<file path="src/branch_pkg.sv">
package branch_pkg;

    // major opcodes, inst[31:26]
    localparam logic [5:0] OP_JIRL = 6'h13;
    localparam logic [5:0] OP_B    = 6'h14;
    localparam logic [5:0] OP_BL   = 6'h15;
    localparam logic [5:0] OP_BEQ  = 6'h16;
    localparam logic [5:0] OP_BNE  = 6'h17;
    localparam logic [5:0] OP_BLT  = 6'h18;
    localparam logic [5:0] OP_BGE  = 6'h19;
    localparam logic [5:0] OP_BLTU = 6'h1a;
    localparam logic [5:0] OP_BGEU = 6'h1b;

    // decode slot of the exception vector
    localparam int EXC_INE_SLOT = 3;

    // BL always links to ra
    localparam logic [4:0] BL_LINK_REG = 5'd1;

    typedef enum logic [3:0] {
        BR_NOP,
        BR_BEQ,
        BR_BNE,
        BR_BLT,
        BR_BGE,
        BR_BLTU,
        BR_BGEU,
        BR_B,
        BR_BL,
        BR_JIRL
    } br_op_t;

    // decoded instruction plus operand values
    typedef struct packed {
        logic [31:0] pc;
        br_op_t      op;
        logic [31:0] imm;
        logic [31:0] rj_val;
        logic [31:0] rd_val;
        logic        link_we;
        logic [4:0]  link_addr;
        logic [5:0]  exc;
    } id_dispatch_t;

    // resolved branch
    typedef struct packed {
        logic        redirect;
        logic [31:0] target;
        logic        link_we;
        logic [4:0]  link_addr;
        logic [31:0] link_data;
        logic [5:0]  exc;
    } ex_result_t;

endpackage
</file>
<file path="src/rf_read_if.sv">
`timescale 1ns/1ns

interface rf_read_if;

    // port 0 reads rj, port 1 reads rd
    logic [1:0]       re;
    logic [1:0][4:0]  raddr;
    logic [1:0][31:0] rdata;

    modport requester (
        output re,
        output raddr,
        input  rdata
    );

    // data comes back in the same cycle
    modport responder (
        input  re,
        input  raddr,
        output rdata
    );

endinterface

</file>
<file path="src/branch_slice.sv">
`timescale 1ns/1ns

module branch_slice (
    input  logic        clk,
    input  logic        rst_i,
    input  logic        valid_i,
    input  logic [31:0] pc_i,
    input  logic [31:0] inst_i,
    input  logic [5:0]  exc_i,
    input  logic        wb_we_i,
    input  logic [4:0]  wb_addr_i,
    input  logic [31:0] wb_data_i,
    output logic        valid_o,
    output logic        redirect_o,
    output logic [31:0] target_o,
    output logic        link_we_o,
    output logic [4:0]  link_addr_o,
    output logic [31:0] link_data_o,
    output logic [5:0]  exc_o
);

    import branch_pkg::*;

    br_op_t       dec_op;
    logic [31:0]  dec_imm;
    logic         dec_link_we;
    logic [4:0]   dec_link_addr;
    logic [5:0]   dec_exc;
    id_dispatch_t id_d;
    id_dispatch_t id_q;
    logic         id_valid;
    ex_result_t   ex_d;
    ex_result_t   ex_q;

    rf_read_if rf_rd ();

    branch_decoder u_decoder (
        .pc_i        (pc_i),
        .inst_i      (inst_i),
        .exc_i       (exc_i),
        .rd_req      (rf_rd.requester),
        .op_o        (dec_op),
        .imm_o       (dec_imm),
        .link_we_o   (dec_link_we),
        .link_addr_o (dec_link_addr),
        .exc_o       (dec_exc)
    );

    // link write lands at the same edge as the output register
    reg_file u_reg_file (
        .clk         (clk),
        .rst_i       (rst_i),
        .rd_rsp      (rf_rd.responder),
        .link_we_i   (ex_d.link_we),
        .link_addr_i (ex_d.link_addr),
        .link_data_i (ex_d.link_data),
        .wb_we_i     (wb_we_i),
        .wb_addr_i   (wb_addr_i),
        .wb_data_i   (wb_data_i)
    );

    // decode result merged with the operand reads
    assign id_d = '{
        pc:        pc_i,
        op:        dec_op,
        imm:       dec_imm,
        rj_val:    rf_rd.rdata[0],
        rd_val:    rf_rd.rdata[1],
        link_we:   dec_link_we,
        link_addr: dec_link_addr,
        exc:       dec_exc
    };

    stage_reg #(.payload_t(id_dispatch_t)) u_id_stage (
        .clk     (clk),
        .rst_i   (rst_i),
        .valid_i (valid_i),
        .data_i  (id_d),
        .valid_o (id_valid),
        .data_o  (id_q)
    );

    branch_unit u_branch_unit (
        .valid_i (id_valid),
        .id_i    (id_q),
        .res_o   (ex_d)
    );

    stage_reg #(.payload_t(ex_result_t)) u_ex_stage (
        .clk     (clk),
        .rst_i   (rst_i),
        .valid_i (id_valid),
        .data_i  (ex_d),
        .valid_o (valid_o),
        .data_o  (ex_q)
    );

    assign redirect_o  = ex_q.redirect && valid_o;
    assign target_o    = ex_q.target;
    assign link_we_o   = ex_q.link_we && valid_o;
    assign link_addr_o = ex_q.link_addr;
    assign link_data_o = ex_q.link_data;
    assign exc_o       = ex_q.exc;

endmodule

</file>
<file path="src/branch_unit.sv">
`timescale 1ns/1ns

module branch_unit (
    input  logic                     valid_i,
    input  branch_pkg::id_dispatch_t id_i,
    output branch_pkg::ex_result_t   res_o
);

    import branch_pkg::*;

    logic        taken;
    logic        commit;
    logic [31:0] base;

    // rj is always compared against rd
    always_comb begin
        case (id_i.op)
            BR_BEQ:  taken = (id_i.rj_val == id_i.rd_val);
            BR_BNE:  taken = (id_i.rj_val != id_i.rd_val);
            BR_BLT:  taken = ($signed(id_i.rj_val) < $signed(id_i.rd_val));
            BR_BGE:  taken = ($signed(id_i.rj_val) >= $signed(id_i.rd_val));
            BR_BLTU: taken = (id_i.rj_val < id_i.rd_val);
            BR_BGEU: taken = (id_i.rj_val >= id_i.rd_val);
            BR_B,
            BR_BL,
            BR_JIRL: taken = 1'b1;
            default: taken = 1'b0;
        endcase
    end

    // jirl is register relative, the rest are pc relative
    assign base = (id_i.op == BR_JIRL) ? id_i.rj_val : id_i.pc;

    // any exception kills the redirect and the link write
    assign commit = valid_i && !(|id_i.exc);

    always_comb begin
        res_o.redirect  = commit && taken;
        res_o.target    = base + id_i.imm;
        res_o.link_we   = commit && id_i.link_we;
        res_o.link_addr = id_i.link_addr;
        res_o.link_data = id_i.pc + 32'd4;
        res_o.exc       = id_i.exc;
    end

endmodule

</file>
<file path="src/stage_reg.sv">
`timescale 1ns/1ns

module stage_reg #(
    parameter type payload_t = logic
) (
    input  logic     clk,
    input  logic     rst_i,
    input  logic     valid_i,
    input  payload_t data_i,
    output logic     valid_o,
    output payload_t data_o
);

    always_ff @(posedge clk) begin
        if (rst_i) begin
            valid_o <= 1'b0;
        end else begin
            valid_o <= valid_i;
        end
    end

    // payload follows the input every cycle, valid qualifies it
    always_ff @(posedge clk) begin
        data_o <= data_i;
    end

    assert property (@(posedge clk) disable iff (rst_i) !$isunknown(valid_o))
    else
        $error("stage_reg: valid_o is unknown");

endmodule

</file>
<file path="src/reg_file.sv">
`timescale 1ns/1ns

module reg_file (
    input  logic         clk,
    input  logic         rst_i,
    rf_read_if.responder rd_rsp,
    input  logic         link_we_i,
    input  logic [4:0]   link_addr_i,
    input  logic [31:0]  link_data_i,
    input  logic         wb_we_i,
    input  logic [4:0]   wb_addr_i,
    input  logic [31:0]  wb_data_i
);

    logic [31:0] regs [32];

    // r0 is never written, so it stays zero from reset
    always_ff @(posedge clk) begin
        if (rst_i) begin
            for (int i = 0; i < 32; i++) begin
                regs[i] <= 32'd0;
            end
        end else begin
            if (wb_we_i && wb_addr_i != 5'd0) begin
                regs[wb_addr_i] <= wb_data_i;
            end
            if (link_we_i && link_addr_i != 5'd0) begin
                regs[link_addr_i] <= link_data_i;
            end
        end
    end

    // combinational reads, disabled or r0 gives zero
    always_comb begin
        for (int p = 0; p < 2; p++) begin
            if (rd_rsp.re[p] && rd_rsp.raddr[p] != 5'd0) begin
                rd_rsp.rdata[p] = regs[rd_rsp.raddr[p]];
            end else begin
                rd_rsp.rdata[p] = 32'd0;
            end
        end
    end

    // link and writeback ports must not collide on a real register
    assert property (@(posedge clk) disable iff (rst_i)
        !(link_we_i && wb_we_i && link_addr_i == wb_addr_i && link_addr_i != 5'd0))
    else
        $error("reg_file: link and writeback both write r%0d", link_addr_i);

endmodule

</file>
<file path="src/branch_decoder.sv">
`timescale 1ns/1ns

module branch_decoder (
    input  logic [31:0]       pc_i,
    input  logic [31:0]       inst_i,
    input  logic [5:0]        exc_i,
    rf_read_if.requester      rd_req,
    output branch_pkg::br_op_t op_o,
    output logic [31:0]       imm_o,
    output logic              link_we_o,
    output logic [4:0]        link_addr_o,
    output logic [5:0]        exc_o
);

    import branch_pkg::*;

    logic [5:0]  opcode;
    logic [4:0]  rj;
    logic [4:0]  rd;
    logic [31:0] imm_offs16;
    logic [31:0] imm_offs26;
    logic        inst_valid;

    assign opcode = inst_i[31:26];
    assign rj     = inst_i[9:5];
    assign rd     = inst_i[4:0];

    // offsets are word counts, hence the two zero bits
    assign imm_offs16 = {{14{inst_i[25]}}, inst_i[25:10], 2'b00};
    assign imm_offs26 = {{4{inst_i[9]}}, inst_i[9:0], inst_i[25:10], 2'b00};

    always_comb begin
        op_o           = BR_NOP;
        imm_o          = imm_offs16;
        link_we_o      = 1'b0;
        link_addr_o    = 5'd0;
        inst_valid     = 1'b1;
        rd_req.re      = 2'b00;
        rd_req.raddr   = '{rd, rj};

        case (opcode)
            OP_BEQ, OP_BNE, OP_BLT, OP_BGE, OP_BLTU, OP_BGEU: begin
                rd_req.re = 2'b11;
                case (opcode)
                    OP_BEQ:  op_o = BR_BEQ;
                    OP_BNE:  op_o = BR_BNE;
                    OP_BLT:  op_o = BR_BLT;
                    OP_BGE:  op_o = BR_BGE;
                    OP_BLTU: op_o = BR_BLTU;
                    default: op_o = BR_BGEU;
                endcase
            end
            OP_B: begin
                op_o  = BR_B;
                imm_o = imm_offs26;
            end
            OP_BL: begin
                op_o        = BR_BL;
                imm_o       = imm_offs26;
                link_we_o   = 1'b1;
                link_addr_o = BL_LINK_REG;
            end
            OP_JIRL: begin
                // only rj is needed, target is rj + offs16
                op_o        = BR_JIRL;
                rd_req.re   = 2'b01;
                link_we_o   = 1'b1;
                link_addr_o = rd;
            end
            default: begin
                inst_valid = 1'b0;
            end
        endcase
    end

    // fetch exceptions pass through, decode slot raised on an unknown opcode
    always_comb begin
        exc_o               = exc_i;
        exc_o[EXC_INE_SLOT] = exc_i[EXC_INE_SLOT] | ~inst_valid;
    end

endmodule

</file>
<file path="config.mk">
export PLATFORM = sky130hd
export DESIGN_NAME = branch_slice
export DESIGN_NICKNAME = d
export VERILOG_FILES = /design/src/branch_pkg.sv /design/src/rf_read_if.sv /design/src/branch_slice.sv /design/src/branch_unit.sv /design/src/stage_reg.sv /design/src/reg_file.sv /design/src/branch_decoder.sv
export SDC_FILE = /design/constraint.sdc
export NUM_CORES = 2
export LEC_CHECK = 0
export CORE_ASPECT_RATIO = 0.75
export CORE_MARGIN = 2
export CORE_UTILIZATION = 32
export CTS_CLUSTER_SIZE = 30
export DETAILED_ROUTE_END_ITERATION = 10
export DONT_BUFFER_PORTS = 1
export PLACE_DENSITY_LB_ADDON = 0.25
export SLEW_MARGIN = 25
export SYNTH_ARGS = -nofsm -noshare
export SYNTH_HDL_FRONTEND = slang
export SYNTH_SLANG_ARGS = --single-unit
export TNS_END_PERCENT = 5
</file>
<file path="constraint.sdc">
create_clock -name clk -period 4.4 [get_ports clk]
set_clock_uncertainty 0.05 [all_clocks]
set_input_delay 0.88 -clock clk [delete_from_list [all_inputs] [get_ports clk]]
set_output_delay 0.88 -clock clk [all_outputs]
set_load 0.02 [all_outputs]
</file>
* Word-level counts from Yosys, hierarchy flattened
Memory sizes are Yosys's and may differ from the RTL's. A register that Yosys moved wholly into a read port is not among the register bits. Index checks and enable logic that the tools add are counted.
Cells by class: add/subtract/negate cells 2, $lt $le $gt $ge 4, equal/unequal tests 20, muxes and demuxes 23, bitwise logic cells 2, reduce and logical (&&, ||, !) cells 24
Operators with widths (number):
- $mux W32 | 4
- $ge A32 B32 Y1 | 2
- $lt A32 B32 Y1 | 2
- $reduce_or A32 Y1 | 2
- $eq A6 B5 Y1 const B | 9
- $add A32 B3 Y32 const B | 1
- $add A32 B32 Y32 | 1
- $eq A32 B32 Y1 | 1
- $ne A32 B32 Y1 | 1
- $reduce_bool A5 Y1 | 4
- $eq A4 B3 Y1 const B | 4
- $pmux W4 S4 | 1
- $pmux W3 S5 | 1
- $mux W1 | 12
- $reduce_or A6 Y1 | 2
- $mux W5 | 2
- $pmux W5 S2 | 1
- $logic_and A1 B1 Y1 | 9
- $reduce_or A9 Y1 | 1
- $eq A4 B2 Y1 const B | 2
- $eq A4 B4 Y1 const B | 2
- $pmux W1 S7 | 1
- $eq A4 B1 Y1 const B | 1
- $pmux W2 S2 | 1
- other kinds (5) | 8
Word-level totals: bits in registers 159, bits in writable memories 1024, memories 1
Memories:
- u_reg_file.regs | depth 32, bits a word 32, rd ports 2, clocked after memory_dff 2, wr ports 32, line reg_file.sv:15 | logic [31:0] regs [32];

* Longest topological paths before layout
depth in word-level cells 10, mapped depth 15, mapped depth without buffers 14

* By module
From an unflattened synthesis, not the netlist that was laid out.
Second synthesis, totals: cell total of the unflattened synthesis 5024, area total of the unflattened synthesis 67732.5 µm²
By module, submodules not included:
- reg_file | instances 1, cells each 4217, area each 58999.1 µm², seq. area each 30749.5 µm²
- branch_unit | instances 1, cells each 492, area each 3639.7 µm², seq. area each 0.0 µm²
- stage_reg (u_id_stage) | instances 1, cells each 146, area each 2916.5 µm², seq. area each 2902.8 µm²
- stage_reg (u_ex_stage) | instances 1, cells each 79, area each 1575.3 µm², seq. area each 1561.5 µm²
- branch_decoder | instances 1, cells each 88, area each 589.3 µm², seq. area each 0.0 µm²
- branch_slice | instances 1, cells each 2, area each 12.5 µm², seq. area each 0.0 µm²

* Worst setup path before layout
OpenSTA, ideal clock, no wires.
path type register to register, from register u_id_stage.data_o[109] (netlist bit), to register u_ex_stage.data_o[72] (netlist bit), data arrival time 3.687 ns, required time 4.278 ns, setup slack 0.590 ns, stages on the path, launching flop included 15, period minus slack after synthesis 3.810 ns, cells stage by stage dfxtp_1 -> clkbuf_1 -> nor4_2 -> clkbuf_1 -> o21ai_0 -> ha_1 -> fa_1 -> a211o_1 -> a211oi_1 -> nor3_1 -> o21ai_0 -> o2111ai_1 -> a21boi_0 -> nor2b_1 -> xnor2_1
RTL lines:
- start, declared | line stage_reg.sv:11 | output payload_t data_o
- start signal, assigned | line stage_reg.sv:24 | data_o <= data_i;
- end signal, assigned | line stage_reg.sv:24
- end, declared | line stage_reg.sv:11

==> impl_results.md <==
* # resized after CTS at 0
* Post-synthesis sequential area ratio at 51.2%
* Dominant cell type by area after synthesis: edfxtp_1
* Crit path cell chain: inv_1 > nor4_4 > buf_4 > mux2_2 > fa_1 > a211o_1 > a211oi_1 > nor3_1 > o21ai_0 > o2111ai_1 > a21boi_0 > nor2b_1 > xnor2_1
* Yosys reg bits at 1,240
* Layout Utilization at 35.4%
* Crit Reg-Reg Startpoint: u_id_stage.data_o[108]
* Max rail drop VDD at 0.255 mV
* Lkg Pwr at 0.0240 uW
* CP max FO at 20
* Slew Viols, Final at 0
* Num CTS Buffers at 139
* Vias post-DR at 52,100
* Mapped Area at 0.0685 mm^2
* Via density at 6.40
* Nets@finish at 5,370
* Syn Inst Count at 5,573
* Num Clock Sinks at 1,240
* PwrDens at 382 mW/mm^2
* Crit path launch type: flip-flop
* Placed cell area at 0.0710 mm^2
* F_max at 0.245 GHz
* Cell Rows at 147
* Die height at 405 um
* Maxcap violations at 0
* Non-filler cells, final at 8,134
* Setup TNS at 0 ns
* Total chip power at 28,900 uW
* Layout cell share with drive strength beyond 1 at 22.5%
* WP buf/inv at 2
* First-pass GRT wire length at 405 mm
* Largest delay share family, worst path: compound AO/OA/AOI/OAI gates
* P&R area growth vs syn at 10.4%
* Min-Delay Path Class: in2reg
* Design area at 0.0756 mm^2
* Hold path depth at 0
* Post-CTS setup buffer count at 0
* Die width at 538 um
* Hold Violations, Final at 0
* Tmin final at 4.09 ns
* Critical Path Slowest Stage Cell: fa_1
* I/O Pins at 189
* Worst r2r path cells at 13
* Slew @ Worst Pin at 1.11 ns
* Initial antenna violation count at 18
* Max Root-Sink Buffers at 4
* Post-Route WL at 296 mm
* Post-synth top cells: 1,024 x edfxtp_1, 1,012 x nand3_1, 812 x o21ai_0
* Clk_lat worst skew at 0.82 ns
* Syn_area_per_cell at 12.3 um^2
* Die area at 0.218 mm^2
* CORE AREA at 0.213 mm^2
* Post-route clock period utilization at 92.9%
* Gpl congestion at 0.901
* Final setup vio count at 0
* Synth warn at 0
* WS Path Type: reg2reg
* CTS H-tree depth at 4
* Stages on the worst setup path at 13
* Pin count of the biggest net entering global routing at 300
* Yosys cell types at 66
* Clock transition at the registers of the reported paths at 0.07 ns
* Area contributors post-synth: edfxtp_1 45%, mux4_2 18%, nand3_1 7.4%, dfxtp_1 6.3%, o21ai_0 5.9%
* Share of flip-flops with an asynchronous set or reset at 0%
* Hold path start: pc_i[25]
* Top_reg_cell synth: edfxtp_1
* Post-synth EDFFs at 1,024
* Post-Place Cells at 7,883
* Number of global-route vias before repair at 48,700
* Yosys top cell area share at 44.9%
* GRT overflow at 0
* Dpl hpwl at 176 mm
* CP startpoint: u_id_stage.data_o[108]
* I/O Buffers at 0
* Worst stage delay on the critical path at 0.43 ns
* 1st-pass router iterations at 8
* DRC violations left at 0
* Clock Tree Root: clkbuf_16
* Rel. slew slack at 23.7%
* GRT Util Overall at 26.7%
* Req. time, crit path at 5.07 ns
* WL/cell at 36.4 um
* Crit path DAT at 4.76 ns
* Status: finished clean
* RSZ-0062 raised after global routing: false
* Hold buffers post-CTS at 0
* Post-route antenna net violation count at 0
* CTS tree: done
* Crit. End Element: flip-flop
* Drt initial violations at 9,384
* Most common cell in the netlist: edfxtp_1
* Initial Util at 32.1%
==> power breakdown <==
| group | switching (uW) | leakage [uW] | internal [uW] |
|---|---|---|---|
| combinational | 1680 | 0.0102 | 1390 |
| clock | 5120 | 0.00220 | 6820 |
| sequential | 508 | 0.0115 | 13400 |
==> cell families after synthesis <==
kind of cell | after synthesis | share of synthesized area, %
adders and majority gates | 63 | 1.16
DFF | 1240 | 51.2
AOI/OAI and AO/OA | 1235 | 9.75
muxes | 738 | 21.1
buffers and inverters | 839 | 5.99
other | 1 | 0.00548
xor gates and xnor gates | 53 | 0.678
and+or+nand+nor | 1404 | 10.1
==> layer usage <==
layer	vias to the layer above	global-route usage, %	routed length, um
met5	-	0	156
met4	22	8.99	11100
met3	617	10.7	48300
met2	4349	36.3	119000
met1	26200	38.1	118000
li1	20800	-	-
==> per-stage QoR <==
step | hold WS (ns) | setup WS [ns]
finish | 0.0493 | 0.311
global route | 0.0218 | 0.0227
CTS | 0.0165 | 0.326
detailed placement | 0.291 | 0.354
global placement | 0.296 | 0.255
floorplan | 0.281 | 0.590
==> flip-flops by register name, indices dropped and copies added (netlist names) <==
signal	count
u_reg_file.regs	1024
u_id_stage.data_o	137
u_ex_stage.data_o	77
u_ex_stage.valid_o	1
u_id_stage.valid_o	1
==> final cells by class <==
type,instances,area (um^2)
Antenna cell,6,15.0
Clock buffer,202,4050
Clock inverter,40,418
Fill cell,20400,138000
Inverter,70,263
Multi-Input combinational cell,3525,30100
Sequential cell,1240,35100
Tap cell,2831,3540
Timing Repair Buffer,220,2140
==> final timing paths <==
kind,slack [ns],endpoint
hold reg to reg,0.30,u_ex_stage.data_o[4]
setup / recovery,0.31,u_ex_stage.data_o[72]
hold / removal,0.05,u_id_stage.data_o[137]
setup reg to reg,0.31,u_ex_stage.data_o[72]
==> cells in the final DEF (no fill, tap or decap), types with 34 or more instances in the layout <==
| cell type | n |
|---|---|
| dfxtp_1 | 216 |
| buf_12 | 34 |
| clkbuf_16 | 145 |
| edfxtp_1 | 1024 |
| nand2_2 | 61 |
| mux2i_1 | 121 |
| mux2_2 | 59 |
| inv_1 | 70 |
| a21oi_1 | 48 |
| ha_1 | 62 |
| o21ai_1 | 201 |
| buf_4 | 183 |
| nor2_1 | 126 |
| nor2_4 | 34 |
| o21ai_0 | 810 |
| clkbuf_1 | 35 |
| mux4_2 | 558 |
| nand3_1 | 1012 |
| nand2_1 | 56 |
No activity file was read; power rests on OpenSTA's default activity.
